File: config.mk
export PLATFORM = sky130hd
export DESIGN_NAME = age_sched_top
export DESIGN_NICKNAME = d
export VERILOG_FILES = /design/src/hw/sched_pkg.sv /design/src/hw/age_tracker.sv /design/src/hw/rr_pick.sv /design/src/hw/oldest_arb.sv /design/src/hw/grant_issue.sv /design/src/hw/age_sched_top.sv
export SDC_FILE = /design/constraint.sdc
export NUM_CORES = 1
export LEC_CHECK = 0
export ABC_AREA = 1
export ABC_CLOCK_PERIOD_IN_PS = 12000
export BUFFER_PORTS_ARGS = -buffer_cell sky130_fd_sc_hd__buf_2
export CAP_MARGIN = 20
export CORE_ASPECT_RATIO = 0.5
export CORE_MARGIN = 10
export CORE_UTILIZATION = 45
export DETAILED_ROUTE_END_ITERATION = 16
export SKIP_CTS_REPAIR_TIMING = 1
export SYNTH_ARGS = -nofsm -noshare
export SYNTH_HDL_FRONTEND = slang
export SYNTH_HIERARCHICAL = 1
export SYNTH_SLANG_ARGS = --single-unit
export TNS_END_PERCENT = 10
File: constraint.sdc
create_clock -name clk -period 12 [get_ports clk]
set_input_delay 0.6 -clock clk [delete_from_list [all_inputs] [get_ports clk]]
set_output_delay 0.6 -clock clk [all_outputs]
set_load 0.01 [all_outputs]
File: src/hw/sched_pkg.sv
// Scheduler package with the requester sizes, the tie-break mode and the round-robin state types
package sched_pkg;

  // Number of requesters feeding the scheduler
  localparam int NUM_REQ = 8;

  // Width of a requester index, NUM_REQ is exactly 2**REQ_IDX_W so index sums wrap on their own
  localparam int REQ_IDX_W = 3;

  // Width of a wait-age counter
  localparam int AGE_W = 4;

  // Saturation value of a wait age
  localparam logic [AGE_W-1:0] AGE_MAX = {AGE_W{1'b1}};

  // Tie-break applied among requests that share the largest age
  typedef enum logic {
    TIE_STRICT = 1'b0,
    TIE_RR     = 1'b1
  } tie_mode_e;

  // State of the round-robin priority pointer
  // RR_IDLE starts priority at index 0 because nothing has been granted yet
  // RR_ARMED means the pointer holds the index after the last winner
  typedef enum logic {
    RR_IDLE  = 1'b0,
    RR_ARMED = 1'b1
  } rr_state_e;

endpackage

File: src/hw/age_tracker.sv
// Decode stage that turns request strobes into pending flags and saturating wait ages
module age_tracker
  import sched_pkg::*;
(
  input  logic                       clk,
  input  logic                       rst,
  input  logic [NUM_REQ-1:0]         req_set,
  input  logic                       clr_v,
  input  logic [REQ_IDX_W-1:0]       clr_id,
  output logic [NUM_REQ-1:0]         pending,
  output logic [NUM_REQ*AGE_W-1:0]   ages
);

  // One-hot form of the clear command from the arbiter
  logic [NUM_REQ-1:0] clr_hit;

  // Decode the granted index so each requester sees its own clear bit
  always_comb begin
    clr_hit = '0;
    if (clr_v) begin
      clr_hit[clr_id] = 1'b1;
    end
  end

  // Per-requester pending flag and wait counter
  // Ages are packed with requester i in bits i*AGE_W and up
  always_ff @(posedge clk) begin
    if (rst) begin
      pending <= '0;
      ages    <= '0;
    end else begin
      for (int i = 0; i < NUM_REQ; i++) begin
        if (req_set[i] && (!pending[i] || clr_hit[i])) begin
          // A new request on an idle slot starts waiting from age 0
          // A strobe landing in the grant cycle wins over the clear and restarts the age
          pending[i]               <= 1'b1;
          ages[i*AGE_W +: AGE_W]   <= '0;
        end else if (clr_hit[i]) begin
          // Granted without a fresh strobe so the slot goes idle
          pending[i]               <= 1'b0;
          ages[i*AGE_W +: AGE_W]   <= '0;
        end else if (pending[i] && (ages[i*AGE_W +: AGE_W] != AGE_MAX)) begin
          // Still waiting, count one more cycle until the counter saturates
          ages[i*AGE_W +: AGE_W]   <= ages[i*AGE_W +: AGE_W] + 1'b1;
        end
        // A strobe on a slot that is pending and not granted falls through here
        // The request is already recorded and its age keeps its running value
      end
    end
  end

endmodule

File: src/hw/rr_pick.sv
// Round-robin tie-break that picks the first candidate at or after a rotating pointer
module rr_pick
  import sched_pkg::*;
(
  input  logic                 clk,
  input  logic                 rst,
  input  logic [NUM_REQ-1:0]   cand,
  input  logic                 en,
  output logic                 pick_v,
  output logic [REQ_IDX_W-1:0] pick_id
);

  // Pointer state and the index holding top priority once armed
  rr_state_e            rr_state;
  logic [REQ_IDX_W-1:0] ptr;

  // Start of the search and the index being probed
  logic [REQ_IDX_W-1:0] base;
  logic [REQ_IDX_W-1:0] idx;

  // Scan the candidates starting at base
  // The sum wraps in REQ_IDX_W bits which gives the modulo NUM_REQ walk
  always_comb begin
    base    = (rr_state == RR_IDLE) ? '0 : ptr;
    pick_v  = 1'b0;
    pick_id = '0;
    idx     = base;
    for (int k = 0; k < NUM_REQ; k++) begin
      idx = base + REQ_IDX_W'(k);
      if (!pick_v && cand[idx]) begin
        pick_v  = 1'b1;
        pick_id = idx;
      end
    end
  end

  // Advance the pointer past the winner whenever a pick is used
  // The first used pick also arms the pointer
  always_ff @(posedge clk) begin
    if (rst) begin
      rr_state <= RR_IDLE;
      ptr      <= '0;
    end else if (en && pick_v) begin
      rr_state <= RR_ARMED;
      ptr      <= pick_id + 1'b1;
    end
  end

endmodule

File: src/hw/oldest_arb.sv
// Execute stage that keeps only the oldest pending requests and picks one by the tie-break mode
module oldest_arb
  import sched_pkg::*;
(
  input  logic                     clk,
  input  logic                     rst,
  input  logic [NUM_REQ-1:0]       pending,
  input  logic [NUM_REQ*AGE_W-1:0] ages,
  input  logic                     arb_en,
  input  tie_mode_e                tie_mode,
  output logic                     win_v,
  output logic [REQ_IDX_W-1:0]     win_id,
  output logic [AGE_W-1:0]         win_age
);

  // Pending requests that no other pending request is strictly older than
  logic [NUM_REQ-1:0]   oldest_mask;

  // Strict pick, lowest index among the oldest
  logic                 strict_v;
  logic [REQ_IDX_W-1:0] strict_id;

  // Round-robin pick and its pointer update enable
  logic                 rr_v;
  logic [REQ_IDX_W-1:0] rr_id;
  logic                 rr_en;

  // Pairwise compare of every pending request against every other one
  // Request i drops out as soon as some pending j has a larger age
  always_comb begin
    oldest_mask = pending;
    for (int i = 0; i < NUM_REQ; i++) begin
      for (int j = 0; j < NUM_REQ; j++) begin
        if ((i != j) && pending[i] && pending[j] &&
            (ages[i*AGE_W +: AGE_W] < ages[j*AGE_W +: AGE_W])) begin
          oldest_mask[i] = 1'b0;
        end
      end
    end
  end

  // Lowest set bit of the oldest mask
  always_comb begin
    strict_v  = 1'b0;
    strict_id = '0;
    for (int i = 0; i < NUM_REQ; i++) begin
      if (!strict_v && oldest_mask[i]) begin
        strict_v  = 1'b1;
        strict_id = REQ_IDX_W'(i);
      end
    end
  end

  // The pointer only moves on cycles that actually grant in round-robin mode
  assign rr_en = arb_en && (tie_mode == TIE_RR);

  rr_pick rr_pick_i (
    .clk     (clk),
    .rst     (rst),
    .cand    (oldest_mask),
    .en      (rr_en),
    .pick_v  (rr_v),
    .pick_id (rr_id)
  );

  // Mode select, then arb_en decides whether the cycle grants at all
  assign win_v   = arb_en && ((tie_mode == TIE_RR) ? rr_v : strict_v);
  assign win_id  = (tie_mode == TIE_RR) ? rr_id : strict_id;
  assign win_age = ages[win_id*AGE_W +: AGE_W];

endmodule

File: src/hw/grant_issue.sv
// Result stage that registers the grant pulse and tracks the longest granted wait
module grant_issue
  import sched_pkg::*;
(
  input  logic                 clk,
  input  logic                 rst,
  input  logic                 win_v,
  input  logic [REQ_IDX_W-1:0] win_id,
  input  logic [AGE_W-1:0]     win_age,
  output logic                 grant_v,
  output logic [REQ_IDX_W-1:0] grant_id,
  output logic [NUM_REQ-1:0]   grant_onehot,
  output logic [AGE_W-1:0]     grant_age,
  output logic [AGE_W-1:0]     max_wait
);

  // Decoded winner vector, registered alongside the index
  logic [NUM_REQ-1:0] win_onehot;

  always_comb begin
    win_onehot         = '0;
    win_onehot[win_id] = 1'b1;
  end

  // Grant pulse lasts exactly one cycle per win
  // The one-hot vector is zero between grants so it never shows a stale owner
  always_ff @(posedge clk) begin
    if (rst) begin
      grant_v      <= 1'b0;
      grant_onehot <= '0;
    end else begin
      grant_v      <= win_v;
      grant_onehot <= win_v ? win_onehot : '0;
    end
  end

  // Index and age hold their last values while no grant is issued
  always_ff @(posedge clk) begin
    if (rst) begin
      grant_id  <= '0;
      grant_age <= '0;
    end else if (win_v) begin
      grant_id  <= win_id;
      grant_age <= win_age;
    end
  end

  // Running maximum of every granted age since reset
  // It updates on the same edge as grant_age so both agree in the grant cycle
  always_ff @(posedge clk) begin
    if (rst) begin
      max_wait <= '0;
    end else if (win_v && (win_age > max_wait)) begin
      max_wait <= win_age;
    end
  end

endmodule

File: src/hw/age_sched_top.sv
// Top level of the age-ordered scheduler joining the decode, execute and result stages
module age_sched_top
  import sched_pkg::*;
(
  input  logic                 clk,
  input  logic                 rst,
  input  logic [NUM_REQ-1:0]   req_set,
  input  logic                 arb_en,
  input  tie_mode_e            tie_mode,
  output logic                 grant_v,
  output logic [REQ_IDX_W-1:0] grant_id,
  output logic [NUM_REQ-1:0]   grant_onehot,
  output logic [AGE_W-1:0]     grant_age,
  output logic [AGE_W-1:0]     max_wait
);

  // Age picture from the decode stage
  logic [NUM_REQ-1:0]       pending;
  logic [NUM_REQ*AGE_W-1:0] ages;

  // Winner from the execute stage, also the clear command back to the tracker
  logic                     win_v;
  logic [REQ_IDX_W-1:0]     win_id;
  logic [AGE_W-1:0]         win_age;

  age_tracker age_tracker_i (
    .clk     (clk),
    .rst     (rst),
    .req_set (req_set),
    .clr_v   (win_v),
    .clr_id  (win_id),
    .pending (pending),
    .ages    (ages)
  );

  oldest_arb oldest_arb_i (
    .clk      (clk),
    .rst      (rst),
    .pending  (pending),
    .ages     (ages),
    .arb_en   (arb_en),
    .tie_mode (tie_mode),
    .win_v    (win_v),
    .win_id   (win_id),
    .win_age  (win_age)
  );

  grant_issue grant_issue_i (
    .clk          (clk),
    .rst          (rst),
    .win_v        (win_v),
    .win_id       (win_id),
    .win_age      (win_age),
    .grant_v      (grant_v),
    .grant_id     (grant_id),
    .grant_onehot (grant_onehot),
    .grant_age    (grant_age),
    .max_wait     (max_wait)
  );

endmodule

# Word level (Yosys, flattened, before mapping)
# Cells that the tools add are included.
# totals
reg_bits	64
output_inout_bits	20
# classes
n_shift	1
magnitude_cmp	67
reduce_logical	165
add_sub_neg	16
n_mux	125
eq_ne	8
# op_table
cell	count
$lt 4x4->1	56
$logic_and 1x1->1	119
$mux 1	99
$mux 3	16
$lt 3x4->1 const B	9
$add 4x1->4 const B	8
$ne 4x4->1 const B	8
$shiftx 32x6->4	1
$bmux 1 s3	8
$reduce_or 3->1	8
$logic_not 1->1	22
$reduce_bool 2->1	8
$add 3x3->3 const B	4
$logic_or 1x1->1	8
$mux 8	1
$add 3x1->3 const B	2
$add 3x2->3 const B	2
$gt 4x4->1	1
$demux 1 s3	1
$ge 3x1->1 const B	1

# Logic depth before layout (Yosys ltp)
# logic_depth
depth_word	42
mapped_depth	42
mapped_depth_nobuf	40

# By module
# Netlist, hierarchy kept.
# modules_own_cells
mod	area_each_um2	seq_area_each_um2	instances	cells_each
oldest_arb	3947.5	0.0	1	690
age_tracker	2128.3	800.8	1	309
rr_pick	1167.4	80.1	1	193
grant_issue	783.3	400.4	1	95

# Worst setup path before layout
# No wires, ideal clock.
# synth_path
path_kind	reg2reg
startpoint	register age_tracker_i.ages[21]
endpoint	register grant_issue_i.max_wait[0]
setup_ns	0.115
period_less_slack_ns	4.398
t_required_ns	11.885
path_stages_with_launch	38
arrival_ns	4.283
path_slack_ns	7.602
cell_sequence	dfxtp_1 > inv_1 > ha_1 > inv_1 > nor2_1 > o21ai_0 > nand2_1 > nand2_1 > nand2_1 > nand3b_1 > inv_1 > nand3_1 > nand3_1 > nand2_1 > nand2_1 > nand2_2 > o21ai_0 > inv_1 > [... 2 more ...] > nand2_1 > inv_1 > or2_2 > buf_2 > clkbuf_1 > nand3_1 > nand3_1 > nand2_1 > nand2_1 > nand2_1 > inv_1 > ha_1 > nand2_1 > nor2_4 > nor2_4 > nand3_1 > nand2_1 > nor2_1
# synth_between
elab_chain_len	37
# synth_rtl
element	line_no	text
start: declaration	age_tracker.sv:11	output logic [NUM_REQ*AGE_W-1:0] ages
start signal: indexed assignment	age_tracker.sv:44	ages[i*AGE_W +: AGE_W] <= ages[i*AGE_W +: AGE_W] + 1'b1;
$lt 4x4->1	oldest_arb.sv:35	(ages[i*AGE_W +: AGE_W] < ages[j*AGE_W +: AGE_W])) begin
$logic_and 1x1->1	oldest_arb.sv:34	if ((i != j) && pending[i] && pending[j] &&
$mux 1 (6 in series)	oldest_arb.sv:34	
$mux 1 *	oldest_arb.sv:34	
named net oldest_arb_i.oldest_mask[5]	oldest_arb.sv:17	logic [NUM_REQ-1:0] oldest_mask;
$bmux 1 s3	rr_pick.sv:30	if (!pick_v && cand[idx]) begin
$mux 1 (implied by the code)	rr_pick.sv:30	
$mux 1	rr_pick.sv:30	
[... 19 more ...]	-	
$logic_and 1x1->1	rr_pick.sv:30	
$mux 3 *	rr_pick.sv:30	
named net oldest_arb_i.rr_id[0]	oldest_arb.sv:25	logic [REQ_IDX_W-1:0] rr_id;
$mux 3 *	oldest_arb.sv:68	assign win_id = (tie_mode == TIE_RR) ? rr_id : strict_id;
$shiftx 32x6->4 *	oldest_arb.sv:69	assign win_age = ages[win_id*AGE_W +: AGE_W];
named net win_age[0]	age_sched_top.sv:24	logic [AGE_W-1:0] win_age;
$gt 4x4->1	grant_issue.sv:53	end else if (win_v && (win_age > max_wait)) begin
$logic_and 1x1->1	grant_issue.sv:53	
end signal: assignment	grant_issue.sv:54	max_wait <= win_age;
end: declaration	grant_issue.sv:14	output logic [AGE_W-1:0] max_wait
# Mark *: on every way through the listed nets, which the timed path passes. The rest lies on a longest branch. The select of a mux whose other input is x is not followed.
# A chain may end at the register's enable or synchronous reset.

# Worst setup path in the final report
# layout_path
startpoint	register age_tracker_i.ages[4]
endpoint	register grant_issue_i.max_wait[1]
# layout_between
elab_chain_len	37
# layout_rtl
element	line_no
$lt 4x4->1	oldest_arb.sv:35
$logic_and 1x1->1	oldest_arb.sv:34
$mux 1 (6 in series)	oldest_arb.sv:34
$mux 1 *	oldest_arb.sv:34
named net oldest_arb_i.oldest_mask[1]	oldest_arb.sv:17
$bmux 1 s3	rr_pick.sv:30
$mux 1 (implied by the code)	rr_pick.sv:30
$mux 1	rr_pick.sv:30
[... 19 more ...]	-
$logic_and 1x1->1	rr_pick.sv:30
$mux 3 *	rr_pick.sv:30
named net oldest_arb_i.rr_id[0]	oldest_arb.sv:25
$mux 3 *	oldest_arb.sv:68
$shiftx 32x6->4 *	oldest_arb.sv:69
named net win_age[3]	age_sched_top.sv:24
$gt 4x4->1 *	grant_issue.sv:53
$logic_and 1x1->1 *	grant_issue.sv:53
# Marks and branches as above.

==> results.md <==
- Die ar.: 23,900 µm²
- Largest family of logic cells by synthesized area: simple AND/OR/NAND/NOR gates
- Initial Utilization: ~46%
- Relative max-transition margin: 39.2%
- Largest net degree at the start of global routing: 22
- Post-Synth Adder-Cell Area: 19.6%
- Mux contribution to synthesized area: 0%
- Nets: between 1,000 and 1,500
- Routability cong.: 0.909
- CP most frequent cell: nand2_1
- CTS Buf Count: 9
- Initial DRC count: ~550
- Syn-to-layout area delta: 6.59%
- Post-synth ARST share: 0%
- Pwr dens: about 120 nW/µm²
- First-pass GRT wire length: between 30,000 and 40,000 µm
- Seq. cell area: roughly 1300 µm²
- Final Hold Fails: 0
- Routed vias: between 8,000 and 9,000
- EDFF count, synth: 0
- Synth Area in XOR/XNOR: 0.218%
- Die extent in x: between 200 and 250 µm
- Slew Limit Fails: 0
- Synth warn: 6
- Max Buffers Root-to-Sink: 2
- Detailed Routing Iterations Pass 1: 5
- Core area: 17,400 µm²
- CP peak stage delay: around 0.74 ns
- Setup TNS: 0 ns
- Layout Skew: roughly 0.010 ns
- Syn Inst Count: between 1,000 and 1,500
- Overall global routing resource usage: between 10% and 20%
- Post-synthesis net count: about 1,400
- Clk root buf: clkbuf_16
- Setup violators final: 0
- PortBufs: 31
- Grt ovf: 0
- Clk sink count: 64
- Mapped Area: around 8000 µm²
- Status: finished clean
- Synthesized area per cell: roughly 6.2 µm²
- Die H: approximately 110 µm
- Clk_lat worst skew: roughly 0.34 ns
- CTS tree: built
- Hpwl dp: 18,400 µm
- Hold Path Class: register to register
- Seq/Total Area, Yosys: between 10% and 20%
- Leak Pwr: ~0.0043 µW
- Worst-Margin Slew: around 0.91 ns
- Synth Area in Simple Gates: between 40% and 50%
- Antenna cells: 0
- Rows: 34
- Flops & latches, synth: 64
- RSZ-0062 raised after global routing: no
- Highest clock rate: between 150 and 200 MHz
- CP max stage cell: dfxtp_1
- # DRC: 0
- Critical path data required time: approximately 12 ns
- Crit share post-route: a little under half
- Final wirelength: roughly 24,000 µm
- Worst path top cell family by delay: simple AND/OR/NAND/NOR gates
- Worst-path clk slew: 0.05 ns
- Maximum vdd ir drop: about 0.000067 V
- Primary FF master, synth: dfxtp_1
- Via/cell ratio: 5.25
- IO Pins: 32
- Routed Antenna Nets: 0
- CP Launch Type: register
- WHS: about 0.48 ns
- Initial antenna violation count: 0
- Tmin final: between 5 and 6 ns
- Layout cell share with drive strength beyond 1: about 11%
- Fillers: 1,825
- CP Max Fanout: 17
- Number of max-cap violations: 0
- Max H-tree Level: 3
- Yosys cell types: 44
- Complex-gate fraction of the synthesized area: 9.32%
- Drt wl/cell: approximately 15 µm
- Critical path endpoint category: register
- Vias in the first global route: 7,376
- CP bufs+invs: 5
- Footprint of the multi-input gates: 5800 µm²
- Arrival time worst endpoint: 5.65 ns
- Setup CP Type: register to register
-- where the power goes --
group	switching [µW]	leakage, µW	internal (µW)
registers	36.4	0.000523	231
logic	322	0.00368	163
clock network	95.6	0.000139	165
-- cell usage in the layout (no fill, tap or decap), types with 11 or more instances in the layout --
cell,instances
nand2_1,378
inv_1,186
nor2_1,140
ha_1,126
nand3_1,114
dfxtp_1,64
a21oi_1,63
nand4_1,31
buf_2,31
nand2_2,25
o21ai_0,21
nand3_2,17
nand2_4,12
a21oi_2,11
-- flip-flops by register name (all words and copies together), names as in the netlist --
name                             count
grant_issue_i/grant_v                1
grant_issue_i/grant_age              4
grant_issue_i/grant_onehot           8
age_tracker_i/pending                8
grant_issue_i/grant_id               3
oldest_arb_i/rr_pick_i/ptr           3
grant_issue_i/max_wait               4
oldest_arb_i/rr_pick_i/rr_state      1
age_tracker_i/ages                  32
-- routing by layer --
metal	vias to the layer above	track usage (%)	routed length [µm]
li1	4190	-	-
met1	3660	27.2	11900
met2	200	30.3	9790
met3	35	3.30	1520
met4	0	5.34	445
met5	-	0	0
-- Yosys cell counts, types with 5 or more instances --
library cell  number  share of area, %
buf_6              7              0.98
nand2_4           12               1.7
nand3_1          114               7.1
nor2_1           140               6.5
a21oi_1           63               3.9
inv_1            186               8.7
nand4_1           31               2.4
inv_2              8              0.37
nand2_2           25               1.9
nor2_4             5              0.70
o21ai_0           21               1.3
dfxtp_1           64                16
nand3_2           17               2.1
o21ai_1            8              0.50
buf_4              7              0.65
ha_1             126                20
nand3b_1           8              0.75
nand2_1          378                18
a21oi_2           11               1.2
buf_2             12              0.75
-- area by class of cell --
cell class	count	share of cell area, %
Inverter	195	8.57
Clock buffer	12	2.88
Timing Repair Buffer	32	1.90
Multi-Input combinational cell	1000	67.8
Sequential cell	64	15.0
Tap cell	234	3.42
Clock inverter	3	0.497
-- tightest hold or removal path: stages, from the launching register on --
cell and delay (ns):
dfxtp_1 0.31, nand3_1 0.07, nand2_1 0.05
-- final timing paths --
kind / slack [ns] / cells past startpoint / start / end
worst max-delay path: 6.58 / 36 / age_tracker_i/ages[4] / grant_issue_i/max_wait[1]
worst min-delay path: 0.48 / 2 / grant_issue_i/grant_id[0] / grant_issue_i/grant_id[0]
worst max register to register: 6.58 / 36 / age_tracker_i/ages[4] / grant_issue_i/max_wait[1]
worst min register to register: 0.48 / 2 / grant_issue_i/grant_id[0] / grant_issue_i/grant_id[0]
-- cell families after synthesis --
family                     Yosys count
AOI/OAI and AO/OA                  127
xor gates and xnor gates             2
adders and majority gates          126
buffers and inverters              223
DFF                                 64
and+or+nand+nor                    745
-- through the flow --
| stage | worst slack [ns] | utilization, % | total power [µW] | cells | area (µm²) |
|---|---|---|---|---|---|
| 6_report | 6.58 | 49.1 | 1010 | 1540 | 8560 |
| 5_1_grt | 6.04 | 49.1 | 1100 | 1540 | 8560 |
| 4_1_cts | 6.64 | 49.1 | 1020 | 1540 | 8560 |
| 3_5_place_dp | 6.67 | 47.4 | 751 | 1525 | 8270 |
| 3_3_place_gp | 6.65 | 47.4 | 745 | 1525 | 8270 |
| 2_1_floorplan | 7.60 | - | 648 | 1287 | 8030 |
Power figures use the tool's default switching activity.
